**config.mk**
```make
export PLATFORM = sky130hd
export DESIGN_NAME = st7789_clock_top
export DESIGN_NICKNAME = d
export VERILOG_FILES = /design/src/verilog/st7789_pkg.sv /design/src/verilog/lcd_rd_if.sv /design/src/verilog/lcd_wr_if.sv /design/src/verilog/st7789_clock_top.sv /design/src/verilog/axis_out_stage.sv /design/src/verilog/lcd_fifo.sv /design/src/verilog/st7789_seq.sv /design/src/verilog/glyph_gen.sv
export SDC_FILE = /design/constraint.sdc
export NUM_CORES = 1
export LEC_CHECK = 0
export BUFFER_PORTS_ARGS = -buffer_cell sky130_fd_sc_hd__buf_2
export CORE_MARGIN = 2
export CORE_UTILIZATION = 60
export DETAILED_ROUTE_END_ITERATION = 16
export PLACE_DENSITY_LB_ADDON = 0.25
export SETUP_SLACK_MARGIN = 0.3
export SLEW_MARGIN = 20
export SYNTH_ARGS = -nofsm -noshare
export SYNTH_HDL_FRONTEND = slang
export SYNTH_HIERARCHICAL = 1
export SYNTH_SLANG_ARGS = --single-unit
```
**constraint.sdc**
```tcl
create_clock -name CLK -period 6.6 [get_ports CLK]
set_input_delay 0.66 -clock CLK [delete_from_list [all_inputs] [get_ports CLK]]
set_output_delay 0.66 -clock CLK [all_outputs]
set_load 0.005 [all_outputs]
```
**src/verilog/st7789_pkg.sv**
```systemverilog
package st7789_pkg;

    typedef logic [7:0]  byte_t;
    typedef logic [3:0]  bcd_t;
    typedef logic [15:0] coord_t;
    typedef logic [7:0]  color_t;

    // panel commands
    localparam byte_t CMD_SWRESET = 8'h01;
    localparam byte_t CMD_SLPOUT  = 8'h11;
    localparam byte_t CMD_INVON   = 8'h21;
    localparam byte_t CMD_DISPON  = 8'h29;
    localparam byte_t CMD_CASET   = 8'h2A;
    localparam byte_t CMD_RASET   = 8'h2B;
    localparam byte_t CMD_RAMWR   = 8'h2C;

    // glyph geometry in pixels
    localparam int GLYPH_W     = 8;
    localparam int GLYPH_H     = 12;
    localparam int STROKE      = 2;
    localparam int GLYPH_GAP   = 4;
    localparam int GLYPH_MID   = (GLYPH_H - STROKE) / 2;  // first row of segment g
    localparam int DIGIT_PITCH = GLYPH_W + GLYPH_GAP;
    localparam int ORIGIN_X    = 10;
    localparam int ORIGIN_Y    = 20;

    localparam int NUM_DIGITS   = 6;
    localparam int DIGIT_W      = $clog2(NUM_DIGITS);
    localparam int PAUSE_CYCLES = 500;
    localparam int PAUSE_W      = $clog2(PAUSE_CYCLES);

    // byte fifo
    localparam int FIFO_DEPTH  = 16;
    localparam int FIFO_AWFULL = 12;
    localparam int FIFO_AW     = $clog2(FIFO_DEPTH);
    localparam int FIFO_W      = 10;  // last, user, data

endpackage
```
**src/verilog/lcd_rd_if.sv**
```systemverilog
`timescale 1ns/1ps

// show-ahead read side, head entry valid while empty is low
interface lcd_rd_if import st7789_pkg::*; ();

    byte_t data;
    logic  user;
    logic  last;
    logic  rden;
    logic  empty;

    modport fifo (output data, output user, output last, output empty, input rden);

    modport consumer (input data, input user, input last, input empty, output rden);

endinterface

```
**src/verilog/lcd_wr_if.sv**
```systemverilog
`timescale 1ns/1ps

interface lcd_wr_if import st7789_pkg::*; ();

    byte_t data;
    logic  user;
    logic  last;
    logic  wren;
    logic  awfull;

    modport producer (output data, output user, output last, output wren, input awfull);

    modport fifo (input data, input user, input last, input wren, output awfull);

endinterface

```
**src/verilog/st7789_clock_top.sv**
```systemverilog
`timescale 1ns/1ps

module st7789_clock_top import st7789_pkg::*; (
    input  logic   CLK,
    input  logic   RESET,
    input  logic   time_valid,
    input  bcd_t   hour_h,
    input  bcd_t   hour_l,
    input  bcd_t   min_h,
    input  bcd_t   min_l,
    input  bcd_t   sec_h,
    input  bcd_t   sec_l,
    input  color_t fg_r,
    input  color_t fg_g,
    input  color_t fg_b,
    input  color_t bg_r,
    input  color_t bg_g,
    input  color_t bg_b,
    input  logic   m_axis_tready,
    output byte_t  m_axis_tdata,
    output logic   m_axis_tuser,
    output logic   m_axis_tlast,
    output logic   m_axis_tvalid
);

    lcd_wr_if wr_bus ();
    lcd_rd_if rd_bus ();

    st7789_seq u_seq (
        .CLK        (CLK),
        .RESET      (RESET),
        .time_valid (time_valid),
        .hour_h     (hour_h),
        .hour_l     (hour_l),
        .min_h      (min_h),
        .min_l      (min_l),
        .sec_h      (sec_h),
        .sec_l      (sec_l),
        .fg_r       (fg_r),
        .fg_g       (fg_g),
        .fg_b       (fg_b),
        .bg_r       (bg_r),
        .bg_g       (bg_g),
        .bg_b       (bg_b),
        .wr         (wr_bus.producer)
    );

    lcd_fifo u_fifo (
        .CLK   (CLK),
        .RESET (RESET),
        .wr    (wr_bus.fifo),
        .rd    (rd_bus.fifo)
    );

    axis_out_stage u_out (
        .CLK           (CLK),
        .RESET         (RESET),
        .rd            (rd_bus.consumer),
        .m_axis_tdata  (m_axis_tdata),
        .m_axis_tuser  (m_axis_tuser),
        .m_axis_tlast  (m_axis_tlast),
        .m_axis_tvalid (m_axis_tvalid),
        .m_axis_tready (m_axis_tready)
    );

endmodule

```
**src/verilog/axis_out_stage.sv**
```systemverilog
`timescale 1ns/1ps

module axis_out_stage import st7789_pkg::*; (
    input  logic       CLK,
    input  logic       RESET,
    lcd_rd_if.consumer rd,
    output byte_t      m_axis_tdata,
    output logic       m_axis_tuser,
    output logic       m_axis_tlast,
    output logic       m_axis_tvalid,
    input  logic       m_axis_tready
);

    // register free or its beat leaves this cycle
    assign rd.rden = (!m_axis_tvalid || m_axis_tready) && !rd.empty;

    always_ff @(posedge CLK) begin
        if (RESET)
            m_axis_tvalid <= 1'b0;
        else if (rd.rden)
            m_axis_tvalid <= 1'b1;
        else if (m_axis_tready)
            m_axis_tvalid <= 1'b0;  // taken, nothing queued
    end

    always_ff @(posedge CLK) begin
        if (rd.rden) begin
            m_axis_tdata <= rd.data;
            m_axis_tuser <= rd.user;
            m_axis_tlast <= rd.last;
        end
    end

    a_hold_beat: assert property (@(posedge CLK) disable iff (RESET)
        m_axis_tvalid && !m_axis_tready |=> m_axis_tvalid && $stable(m_axis_tdata))
        else $error("tdata changed while stalled");

endmodule

```
**src/verilog/lcd_fifo.sv**
```systemverilog
`timescale 1ns/1ps

module lcd_fifo import st7789_pkg::*; (
    input  logic    CLK,
    input  logic    RESET,
    lcd_wr_if.fifo  wr,
    lcd_rd_if.fifo  rd
);

    logic [FIFO_W-1:0]  mem [FIFO_DEPTH];
    logic [FIFO_AW-1:0] wr_ptr, rd_ptr;
    logic [FIFO_AW:0]   count;

    always_ff @(posedge CLK) begin
        if (wr.wren)
            mem[wr_ptr] <= {wr.last, wr.user, wr.data};
    end

    always_ff @(posedge CLK) begin
        if (RESET) begin
            wr_ptr    <= '0;
            rd_ptr    <= '0;
            count     <= '0;
            wr.awfull <= 1'b0;
        end else begin
            if (wr.wren)
                wr_ptr <= wr_ptr + 1'b1;  // wraps, depth is a power of two
            if (rd.rden)
                rd_ptr <= rd_ptr + 1'b1;
            case ({wr.wren, rd.rden})
                2'b10:   count <= count + 1'b1;
                2'b01:   count <= count - 1'b1;
                default: count <= count;
            endcase
            wr.awfull <= (count >= FIFO_AWFULL);
        end
    end

    // show-ahead head entry
    assign {rd.last, rd.user, rd.data} = mem[rd_ptr];
    assign rd.empty = (count == '0);

    a_no_overflow: assert property (@(posedge CLK) disable iff (RESET)
        !(wr.wren && count == (FIFO_AW+1)'(FIFO_DEPTH)))
        else $error("fifo write while full");

    a_no_underflow: assert property (@(posedge CLK) disable iff (RESET)
        !(rd.rden && rd.empty))
        else $error("fifo read while empty");

endmodule

```
**src/verilog/st7789_seq.sv**
```systemverilog
`timescale 1ns/1ps

module st7789_seq import st7789_pkg::*; (
    input  logic       CLK,
    input  logic       RESET,
    input  logic       time_valid,
    input  bcd_t       hour_h,
    input  bcd_t       hour_l,
    input  bcd_t       min_h,
    input  bcd_t       min_l,
    input  bcd_t       sec_h,
    input  bcd_t       sec_l,
    input  color_t     fg_r,
    input  color_t     fg_g,
    input  color_t     fg_b,
    input  color_t     bg_r,
    input  color_t     bg_g,
    input  color_t     bg_b,
    lcd_wr_if.producer wr
);

    typedef enum logic [3:0] {
        S_RESET, S_SWRESET, S_PAUSE, S_SLPOUT, S_INVON, S_DISPON,
        S_IDLE, S_CASET, S_RASET, S_RAMWR, S_PIXEL
    } state_t;

    state_t             state;
    logic [PAUSE_W-1:0] pause_cnt;
    logic [2:0]         fld;      // window byte 0..4 or colour byte 0..2
    logic [DIGIT_W-1:0] dig_idx;
    coord_t             row, col;
    bcd_t               digits [NUM_DIGITS];
    color_t             fg_c [3];
    color_t             bg_c [3];
    coord_t             x_lo, x_hi, y_lo, y_hi;
    bcd_t               cur_digit;
    logic               lit, emit, px_last;
    byte_t              nxt_data;
    logic               nxt_user, nxt_last;

    function automatic byte_t win_byte(byte_t cmd, coord_t lo, coord_t hi, logic [2:0] idx);
        case (idx)
            3'd1:    return lo[15:8];
            3'd2:    return lo[7:0];
            3'd3:    return hi[15:8];
            3'd4:    return hi[7:0];
            default: return cmd;
        endcase
    endfunction

    assign x_lo      = coord_t'(ORIGIN_X + DIGIT_PITCH * dig_idx);
    assign x_hi      = x_lo + coord_t'(GLYPH_W - 1);
    assign y_lo      = coord_t'(ORIGIN_Y);
    assign y_hi      = coord_t'(ORIGIN_Y + GLYPH_H - 1);
    assign cur_digit = digits[dig_idx];
    assign px_last   = (fld == 3'd2) && (col == coord_t'(GLYPH_W - 1))
                       && (row == coord_t'(GLYPH_H - 1));

    glyph_gen u_glyph (
        .digit (cur_digit),
        .row   (row),
        .col   (col),
        .lit   (lit)
    );

    always_comb begin
        nxt_data = CMD_SWRESET;
        nxt_user = 1'b0;
        nxt_last = 1'b1;
        emit     = !wr.awfull;
        case (state)
            S_SWRESET: nxt_data = CMD_SWRESET;
            S_SLPOUT:  nxt_data = CMD_SLPOUT;
            S_INVON:   nxt_data = CMD_INVON;
            S_DISPON:  nxt_data = CMD_DISPON;
            S_CASET, S_RASET: begin
                nxt_data = (state == S_CASET) ? win_byte(CMD_CASET, x_lo, x_hi, fld)
                                              : win_byte(CMD_RASET, y_lo, y_hi, fld);
                nxt_user = (fld != 3'd0);
                nxt_last = (fld == 3'd4);
            end
            S_RAMWR: begin
                nxt_data = CMD_RAMWR;
                nxt_last = 1'b0;
            end
            S_PIXEL: begin
                nxt_data = lit ? fg_c[fld[1:0]] : bg_c[fld[1:0]];
                nxt_user = 1'b1;
                nxt_last = px_last;
            end
            default: emit = 1'b0;  // reset, pause, idle send nothing
        endcase
    end

    always_ff @(posedge CLK) begin
        if (RESET) begin
            state     <= S_RESET;
            pause_cnt <= '0;
            fld       <= '0;
            dig_idx   <= '0;
            row       <= '0;
            col       <= '0;
        end else begin
            case (state)
                S_RESET:   state <= S_SWRESET;
                S_SWRESET: if (!wr.awfull) state <= S_PAUSE;
                S_PAUSE: begin
                    if (pause_cnt == PAUSE_W'(PAUSE_CYCLES - 1)) begin
                        pause_cnt <= '0;
                        state     <= S_SLPOUT;
                    end else begin
                        pause_cnt <= pause_cnt + 1'b1;
                    end
                end
                S_SLPOUT: if (!wr.awfull) state <= S_INVON;
                S_INVON:  if (!wr.awfull) state <= S_DISPON;
                S_DISPON: if (!wr.awfull) state <= S_IDLE;
                S_IDLE: begin
                    if (time_valid) begin
                        dig_idx <= '0;
                        fld     <= '0;
                        state   <= S_CASET;
                    end
                end
                S_CASET, S_RASET: begin
                    if (!wr.awfull) begin
                        if (fld == 3'd4) begin
                            fld   <= '0;
                            state <= (state == S_CASET) ? S_RASET : S_RAMWR;
                        end else begin
                            fld <= fld + 1'b1;
                        end
                    end
                end
                S_RAMWR: begin
                    if (!wr.awfull) begin
                        row   <= '0;
                        col   <= '0;
                        fld   <= '0;
                        state <= S_PIXEL;
                    end
                end
                S_PIXEL: begin
                    if (!wr.awfull) begin
                        if (fld != 3'd2) begin
                            fld <= fld + 1'b1;
                        end else begin
                            fld <= '0;
                            if (col != coord_t'(GLYPH_W - 1)) begin
                                col <= col + 1'b1;
                            end else begin
                                col <= '0;
                                if (row != coord_t'(GLYPH_H - 1)) begin
                                    row <= row + 1'b1;
                                end else if (dig_idx == DIGIT_W'(NUM_DIGITS - 1)) begin
                                    state <= S_IDLE;
                                end else begin
                                    row     <= '0;
                                    dig_idx <= dig_idx + 1'b1;
                                    state   <= S_CASET;
                                end
                            end
                        end
                    end
                end
                default: state <= S_IDLE;
            endcase
        end
    end

    // snapshot, so inputs may change while a frame is drawn
    always_ff @(posedge CLK) begin
        if (state == S_IDLE && time_valid) begin
            digits[0] <= hour_h;
            digits[1] <= hour_l;
            digits[2] <= min_h;
            digits[3] <= min_l;
            digits[4] <= sec_h;
            digits[5] <= sec_l;
            fg_c[0]   <= fg_r;
            fg_c[1]   <= fg_g;
            fg_c[2]   <= fg_b;
            bg_c[0]   <= bg_r;
            bg_c[1]   <= bg_g;
            bg_c[2]   <= bg_b;
        end
    end

    always_ff @(posedge CLK) begin
        if (RESET)
            wr.wren <= 1'b0;
        else
            wr.wren <= emit;
    end

    always_ff @(posedge CLK) begin
        if (emit) begin
            wr.data <= nxt_data;
            wr.user <= nxt_user;
            wr.last <= nxt_last;
        end
    end

    // fifo margin relies on this one-cycle reaction to almost-full
    a_awfull_stall: assert property (@(posedge CLK) disable iff (RESET)
        $past(wr.awfull) |-> !wr.wren)
        else $error("write issued after almost-full");

endmodule

```
**src/verilog/glyph_gen.sv**
```systemverilog
`timescale 1ns/1ps

module glyph_gen import st7789_pkg::*; (
    input  bcd_t   digit,
    input  coord_t row,
    input  coord_t col,
    output logic   lit
);

    logic [6:0] seg;  // a b c d e f g
    logic [6:0] hit;
    logic       left, right, upper, lower;

    always_comb begin
        case (digit)
            4'd1:    seg = 7'b0110000;
            4'd2:    seg = 7'b1101101;
            4'd3:    seg = 7'b1111001;
            4'd4:    seg = 7'b0110011;
            4'd5:    seg = 7'b1011011;
            4'd6:    seg = 7'b1011111;
            4'd7:    seg = 7'b1110000;
            4'd8:    seg = 7'b1111111;
            4'd9:    seg = 7'b1111011;
            default: seg = 7'b1111110;  // 0, also for non-bcd values
        endcase
    end

    assign left  = (col < STROKE);
    assign right = (col >= GLYPH_W - STROKE) && (col < GLYPH_W);
    assign upper = (row < GLYPH_MID + STROKE);
    assign lower = (row >= GLYPH_MID) && (row < GLYPH_H);

    // verticals overlap the horizontals at the corners
    assign hit[6] = (row < STROKE);
    assign hit[5] = right && upper;
    assign hit[4] = right && lower;
    assign hit[3] = (row >= GLYPH_H - STROKE) && (row < GLYPH_H);
    assign hit[2] = left && lower;
    assign hit[1] = left && upper;
    assign hit[0] = (row >= GLYPH_MID) && (row < GLYPH_MID + STROKE);

    assign lit = |(seg & hit);

endmodule

```
==> impl_metrics.json, run 1 <==
{
  "antenna_found_initial": 0,
  "drt_iter0_markers": 748,
  "wl_per_cell_microns": 20.5,
  "setup_viol_count_final": 0,
  "path_class": "flip-flop to flip-flop",
  "postSynthNetCount": 1097,
  "tns_ns": 0,
  "cts_setup_buffers": 0,
  "routed_wl_microns": 29000,
  "finalHoldViolations": 0,
  "clk_latency_ns": 0.52,
  "diodes": 0,
  "critPathMostFrequentCell": "o21ai_0",
  "hp-class": "input pin to flip-flop",
  "area_growth_pct": 11.5,
  "cp.arrival_ns": 4.32,
  "p_leak_uw": 0.00547,
  "finClkSkew_ns": 0.0140,
  "synth_top_family_by_area": "multiplexers",
  "finalCritPeriodShare": 0.614,
  "num-nets-final": 1175,
  "power_density_nw_per_um2": 310,
  "stdcell_area_sq_um": 16200,
  "slew_violations": 0,
  "grt_max_degree": 75,
  "syn_avg_cell_area_sq_um": 14.7,
  "relSlewSlack": 0.303,
  "drc": 0,
  "drive_above_1_share": 0.183,
  "overflow": 0,
  "worst_ep_required_time_ns": 6.87,
  "grt_pass1_vias": 8402,
  "ir_drop_mv": 0.219,
  "yosysTopAreaCellShare": 0.520,
  "tritoncts": "built",
  "initial_core_util": 0.616,
  "clkSlewWorstSetupHoldPaths_ns": 0.06,
  "total_power_uw": 5020,
  "critPathLaunchType": "flip-flop",
  "synthAdderAreaFrac": 0.0268,
  "die_area_sq_um": 25500,
  "cts_hold_buf": 0,
  "coreArea_sq_um": 23600,
  "cp_top_family": "compound AO/OA/AOI/OAI gates",
  "grtUsageTotal": 0.230,
  "place_area_sq_um": 15200,
  "tightest_slew_ns": 1.04,
  "worstPathMaxFanout": 16,
  "synth_flop_cell": "edfxtp_1",
  "h-tree-depth": 2,
  "crit_chain": "mux4_2, nor2_1, a21oi_1, inv_1, ha_1, nor2b_1, o21ai_0, a2111oi_0, o21ai_0, a31oi_2, buf_4, mux4_2, o21ai_0, nand2_1, a32o_1",
  "ys_ff_latch": 328,
  "status": "completed",
  "synth_cells": 991,
  "yosys.area_share.simple": 0.117,
  "yosys.area_share.xor_xnor": 0.0172,
  "setup_ws_ns": 2.55,
  "synth_cell_type_count": 83,
  "cts_buffers": 34,
  "synth_seq_area_share": 0.625,
  "fp.dieW_microns": 160,
  "ant_nets": 0,
  "rsz0062_at_grt": "false",
  "ys_warn_count": 6,
  "dpl.hpwl_microns": 18100,
  "cts_resized": 0,
  "vias_per_cell": 6.13,
  "fin_crit_ns": 4.05,
  "synth_edf_count": 252,
  "slowest_stage": "dfxtp_1",
  "die_h_microns": 160,
  "dp_slack_ns": 2.56,
  "via_count": 8659,
  "critPathBufInv": 2,
  "first_pass_iters": 5,
  "num_rows": 56,
  "portBuffers": 86,
  "wl_met3_microns": 1830,
  "clock_path_buffers": 3,
  "met2_length_microns": 14100,
  "synth-compound-area-share": 0.0703,
  "critPathCaptureType": "flip-flop",
  "cts-root-buf": "clkbuf_16",
  "grt_pass1_wl_microns": 46200,
  "maxCapViolCount": 0,
  "yosys-top-cells-area": "edfxtp_1, dfxtp_1, mux4_1",
  "yosys.area.top_type": "edfxtp_1",
  "m1WireLength_microns": 12400,
  "io_pins": 87,
  "critPathMaxStageDelay_ns": 0.62,
  "cts_sinks": 328,
  "syn_area_sq_um": 14500,
  "top_layer_used": "met4",
  "timing.fmax_mhz": 247,
  "place.gp.congestion": 0.856,
  "synthMuxAreaShare": 0.119,
  "async_flop_share": 0
}
-- flip-flops by register name, indices dropped and copies added (netlist names), 5 cells and up, named ones only --
signal              flops
u_fifo/count            5
u_fifo/mem            160
u_out/m_axis_tdata      8
u_seq/bg_c             24
u_seq/col              16
u_seq/digits           24
u_seq/fg_c             24
u_seq/pause_cnt         9
u_seq/row              16
u_seq/wr.data           8
-- layer usage --
layer | global-route usage | vias to the layer above
li1 | - | 4066
met1 | 0.317 | 4167
met2 | 0.386 | 369
met3 | 0.0330 | 57
met4 | 0.0657 | 0
met5 | 0 | -
-- synthesized netlist by cell type (4+ instances only) --
cell / n
buf_1: 4
a211oi_1: 4
nor2_1: 64
edfxtp_1: 252
a21oi_1: 42
xor2_1: 14
nor4_1: 6
xnor2_1: 12
nor4_2: 4
o22ai_1: 4
clkbuf_1: 28
inv_1: 19
or3_1: 7
a31oi_1: 14
o21ai_0: 39
a211o_1: 4
o211ai_1: 4
buf_6: 8
and4_1: 5
mux2i_1: 20
nor3_1: 21
and3_1: 7
a32o_1: 4
or4_1: 9
dfxtp_1: 76
nand2_1: 57
o31ai_1: 4
ha_1: 28
nand2b_1: 4
nor2b_1: 13
nand3b_1: 7
nand3_1: 27
buf_2: 9
mux4_1: 31
mux4_2: 31
nand4_1: 18
and2_1: 20
-- path summary, 6_finish.rpt --
| kind | startpoint | to | slack [ns] | cells past startpoint |
|---|---|---|---|---|
| worst max-delay path | flip-flop | u_seq/wr.data[1] | 2.55 | 15 |
| worst min-delay path | fg_g[7] | u_seq/fg_c[1][7] | 0.32 | 1 |
| worst max register to register | flip-flop | u_seq/wr.data[1] | 2.55 | 15 |
| worst min register to register | u_seq/pause_cnt[1] | u_seq/pause_cnt[1] | 0.48 | 2 |
-- cells in the final DEF (no fill, tap or decap), types with 13 or more instances in the layout --
cell,netlist,routed
inv_1,19,19
mux2i_1,20,20
a31oi_1,14,13
edfxtp_1,252,252
mux4_1,31,31
xor2_1,14,14
nor2_1,64,64
and2_1,20,19
nand2_1,57,57
clkbuf_16,0,34
nor2b_1,13,13
nor3_1,21,20
a21oi_1,42,42
nand4_1,18,18
ha_1,28,28
buf_2,9,86
mux4_2,31,31
o21ai_0,39,38
dfxtp_1,76,75
nand3_1,27,27
-- final cells by class --
cell class	count	area (sq um)
inverter	20	75.1
multi-input combinational	593	5120
timing repair buffer	92	475
clock inverter	16	145
sequential	328	9090
clock buffer	44	908
fill	1577	7400
tap	319	399
-- through the flow --
step / hold WS, ns / utilization / instances
2_1_floorplan: 0.441 / - / 991
3_3_place_gp: 0.461 / 0.642 / 1352
3_5_place_dp: 0.468 / 0.642 / 1352
4_1_cts: 0.301 / 0.686 / 1412
5_1_grt: 0.301 / 0.687 / 1412
6_report: 0.318 / 0.687 / 1412
-- report_power, final --
group / leakage (uW) / internal, uW / total (uW) / switching (uW)
sequential: 0.00288 / 2380 / 2490 / 112
combinational: 0.00208 / 355 / 723 / 368
clock: 0.000515 / 1050 / 1810 / 753
total: 0.00547 / 3790 / 5020 / 1230
-- kinds of logic (layout without fill, tap and decap cells) --
| logic type | Yosys count | after routing |
|---|---|---|
| compound gates | 155 | 155 |
| xor+xnor | 27 | 27 |
| fa+ha+maj | 30 | 30 |
| buf+inv | 70 | 172 |
| flops | 328 | 328 |
| mux | 84 | 84 |
| simple gates | 297 | 297 |
Note: power is estimated with default switching activity, not from simulation.
==> run 2: changes to the inputs <==
CORE_UTILIZATION = 55   (was 60)
clock period = 3.6 ns   (was 6.6 ns; I/O delays follow)
==> run 2 against run 1 <==
Sequential cell count unchanged. Sequential share of layout area down 1.8 points. Register-to-register slack worse by 2.3 ns. Combinational power up 88%. Non-clock buffer count up 49. Worst setup slack worse by 2.3 ns.
==> impl_metrics.json, run 2 (synthesis results as in run 1) <==
{
  "status": "completed",
  "timing.fmax_mhz": 297,
  "coreArea_sq_um": 26000,
  "cts_sinks": 328,
  "cp.arrival_ns": 3.62,
  "critPathBufInv": 3,
  "rsz0062_at_grt": "true",
  "worstPathMaxFanout": 7,
  "overflow": 0,
  "power_density_nw_per_um2": 544,
  "clk_latency_ns": 0.52,
  "die_area_sq_um": 27800,
  "rr_worst_depth": 15,
  "grt_util_met3": 0.0330,
  "fin_crit_ns": 3.37,
  "worst_hold_slack_ns": 0.0164,
  "relSlewSlack": 0.452,
  "h-tree-depth": 2,
  "dp.cells": 1381,
  "initial_core_util": 0.560,
  "place.gp.congestion": 0.833,
  "largest_reg_flops": 160,
  "hp-class": "input pin to flip-flop",
  "top_usage_layer": "met2",
  "fin_cells": 1479,
  "grt_use_met1": 0.286,
  "r2r-end": "u_seq/wr.data[2]",
  "layout.cells.most_common": "edfxtp_1",
  "layout_common_cells": "edfxtp_1, buf_2, dfxtp_1",
  "drive_above_1_share": 0.206,
  "critPathLaunchType": "flip-flop",
  "grtUsageTotal": 0.211,
  "tns_ns": 0,
  "crit_chain": "mux4_2, nor2_4, a21oi_4, inv_2, ha_4, nor2b_4, o21ai_2, a2111oi_2, o21ai_1, a31oi_2, buf_6, buf_6, mux4_2, o211ai_1, o211ai_1",
  "tightest_slew_ns": 0.822,
  "die_h_microns": 167,
  "reg2reg_slack_ns": 0.23,
  "io_pins": 87,
  "slowest_stage": "mux4_2",
  "wl_per_cell_microns": 19.7,
  "clock_path_buffers": 3,
  "diodes": 0,
  "worst_ep_required_time_ns": 3.85,
  "dpl.hpwl_microns": 18500,
  "grt.met2_usage": 0.352,
  "tritoncts": "built",
  "slew_violations": 0,
  "clkSlewWorstSetupHoldPaths_ns": 0.06,
  "setup_viol_count_final": 0,
  "cts_buffers": 35,
  "min_path_cells": 1,
  "grt_max_degree": 41,
  "ant_nets": 0,
  "num_rows": 59,
  "path_class": "flip-flop to flip-flop",
  "via_count": 8876,
  "antenna_found_initial": 0,
  "drc": 0,
  "routed_wl_microns": 29200,
  "maxCapViolCount": 0,
  "critPathCaptureType": "flip-flop",
  "critPathMaxStageDelay_ns": 0.53,
  "area_growth_pct": 15.3,
  "finalCritPeriodShare": 0.937,
  "first_pass_iters": 5,
  "fp.dieW_microns": 167,
  "p_leak_uw": 0.00568,
  "nFillCells": 1859,
  "drt_iter0_markers": 862,
  "num-nets-final": 1225,
  "holdPathEnd": "u_seq/digits[5][3]",
  "grt_pass1_wl_microns": 46900,
  "largest_register": "u_fifo/mem",
  "vias_per_cell": 6.00,
  "portBuffers": 86,
  "cp_top_family": "compound AO/OA/AOI/OAI gates",
  "finClkSkew_ns": 0.0113,
  "grt_pass1_vias": 8820,
  "cts-root-buf": "clkbuf_16",
  "hold_path.startpoint": "sec_l[3]",
  "finalHoldViolations": 0,
  "ir_drop_mv": 0.778
}
[run 2: cell types whose count changed in the layout (fill, tap and decap cells not counted), sizes merged]
cell         change
dlygate4sd3     +30
buf             +19
clkbuf           -3
clkinvlp         +3
bufinv           -2
clkinv           +2
inv              +2
[run 2: worst max path at each step]
| stage | slack (ns) | end | cells past startpoint |
|---|---|---|---|
| 5_1_grt | 0.07 | u_seq/wr.data[1] | 15 |
| 4_1_cts | 0.28 | u_seq/wr.data[1] | 16 |
| 2_1_floorplan | 0.31 | u_seq/wr.data[5] | 16 |
| 6_report | 0.23 | u_seq/wr.data[2] | 15 |
| 3_5_place_dp | 0.03 | u_seq/wr.data[2] | 15 |
| 3_3_place_gp | 0.08 | u_seq/wr.data[1] | 15 |
[run 2: layout make-up]
| class | instances | area (sq um) | area share |
|---|---|---|---|
| Clock buffer | 41 | 898 | 0.0536 |
| Tap cell | 335 | 419 | 0.0250 |
| Sequential cell | 328 | 9090 | 0.543 |
| Inverter | 20 | 75.1 | 0.00448 |
| Timing Repair Buffer | 141 | 930 | 0.0555 |
| Multi-Input combinational cell | 593 | 5230 | 0.312 |
| Clock inverter | 21 | 113 | 0.00672 |
[run 2: power breakdown]
| group | switching (uW) | total [uW] | internal, uW |
|---|---|---|---|
| logic | 674 | 1360 | 681 |
| clock network | 1420 | 3210 | 1790 |
| registers | 199 | 4550 | 4360 |
[run 2: through the flow]
stage	utilization	cell area (sq um)	worst slack (ns)	total power, uW
after global placement	0.588	15300	0.0812	5920
after detailed placement	0.588	15300	0.0280	5960
final	0.645	16800	0.228	9120
after global routing	0.645	16800	0.0703	9500
after floorplan	-	14600	0.307	5580
after CTS	0.641	16700	0.282	9200
[run 2: worst register-to-register path: cells and delay by family (launching register included)]
| kind | cells | cell delay, ns |
|---|---|---|
| AOI/OAI and AO/OA | 7 | 1.04 |
| muxes | 2 | 0.83 |
| buffers and inverters | 3 | 0.44 |
| DFF | 1 | 0.37 |
| and+or+nand+nor | 2 | 0.28 |
| adders and majority gates | 1 | 0.14 |
[run 2: metal layers]
metal  up-vias  share of wire
met2       308           0.49
met1      4330           0.43
li1       4170              -
met5         -              0
met4         0          0.026
met3        68          0.054
[run 2: what timing repair did]
action                                  in CTS  in global routing
endpoints found under the hold margin       30                  0
endpoints found under the setup margin       8                  9
gates resized for setup                     17                 19
pin swaps                                    2                  6
setup buffers                                5                  1
gates cloned                                 0                  0
hold buffers                                30                  0
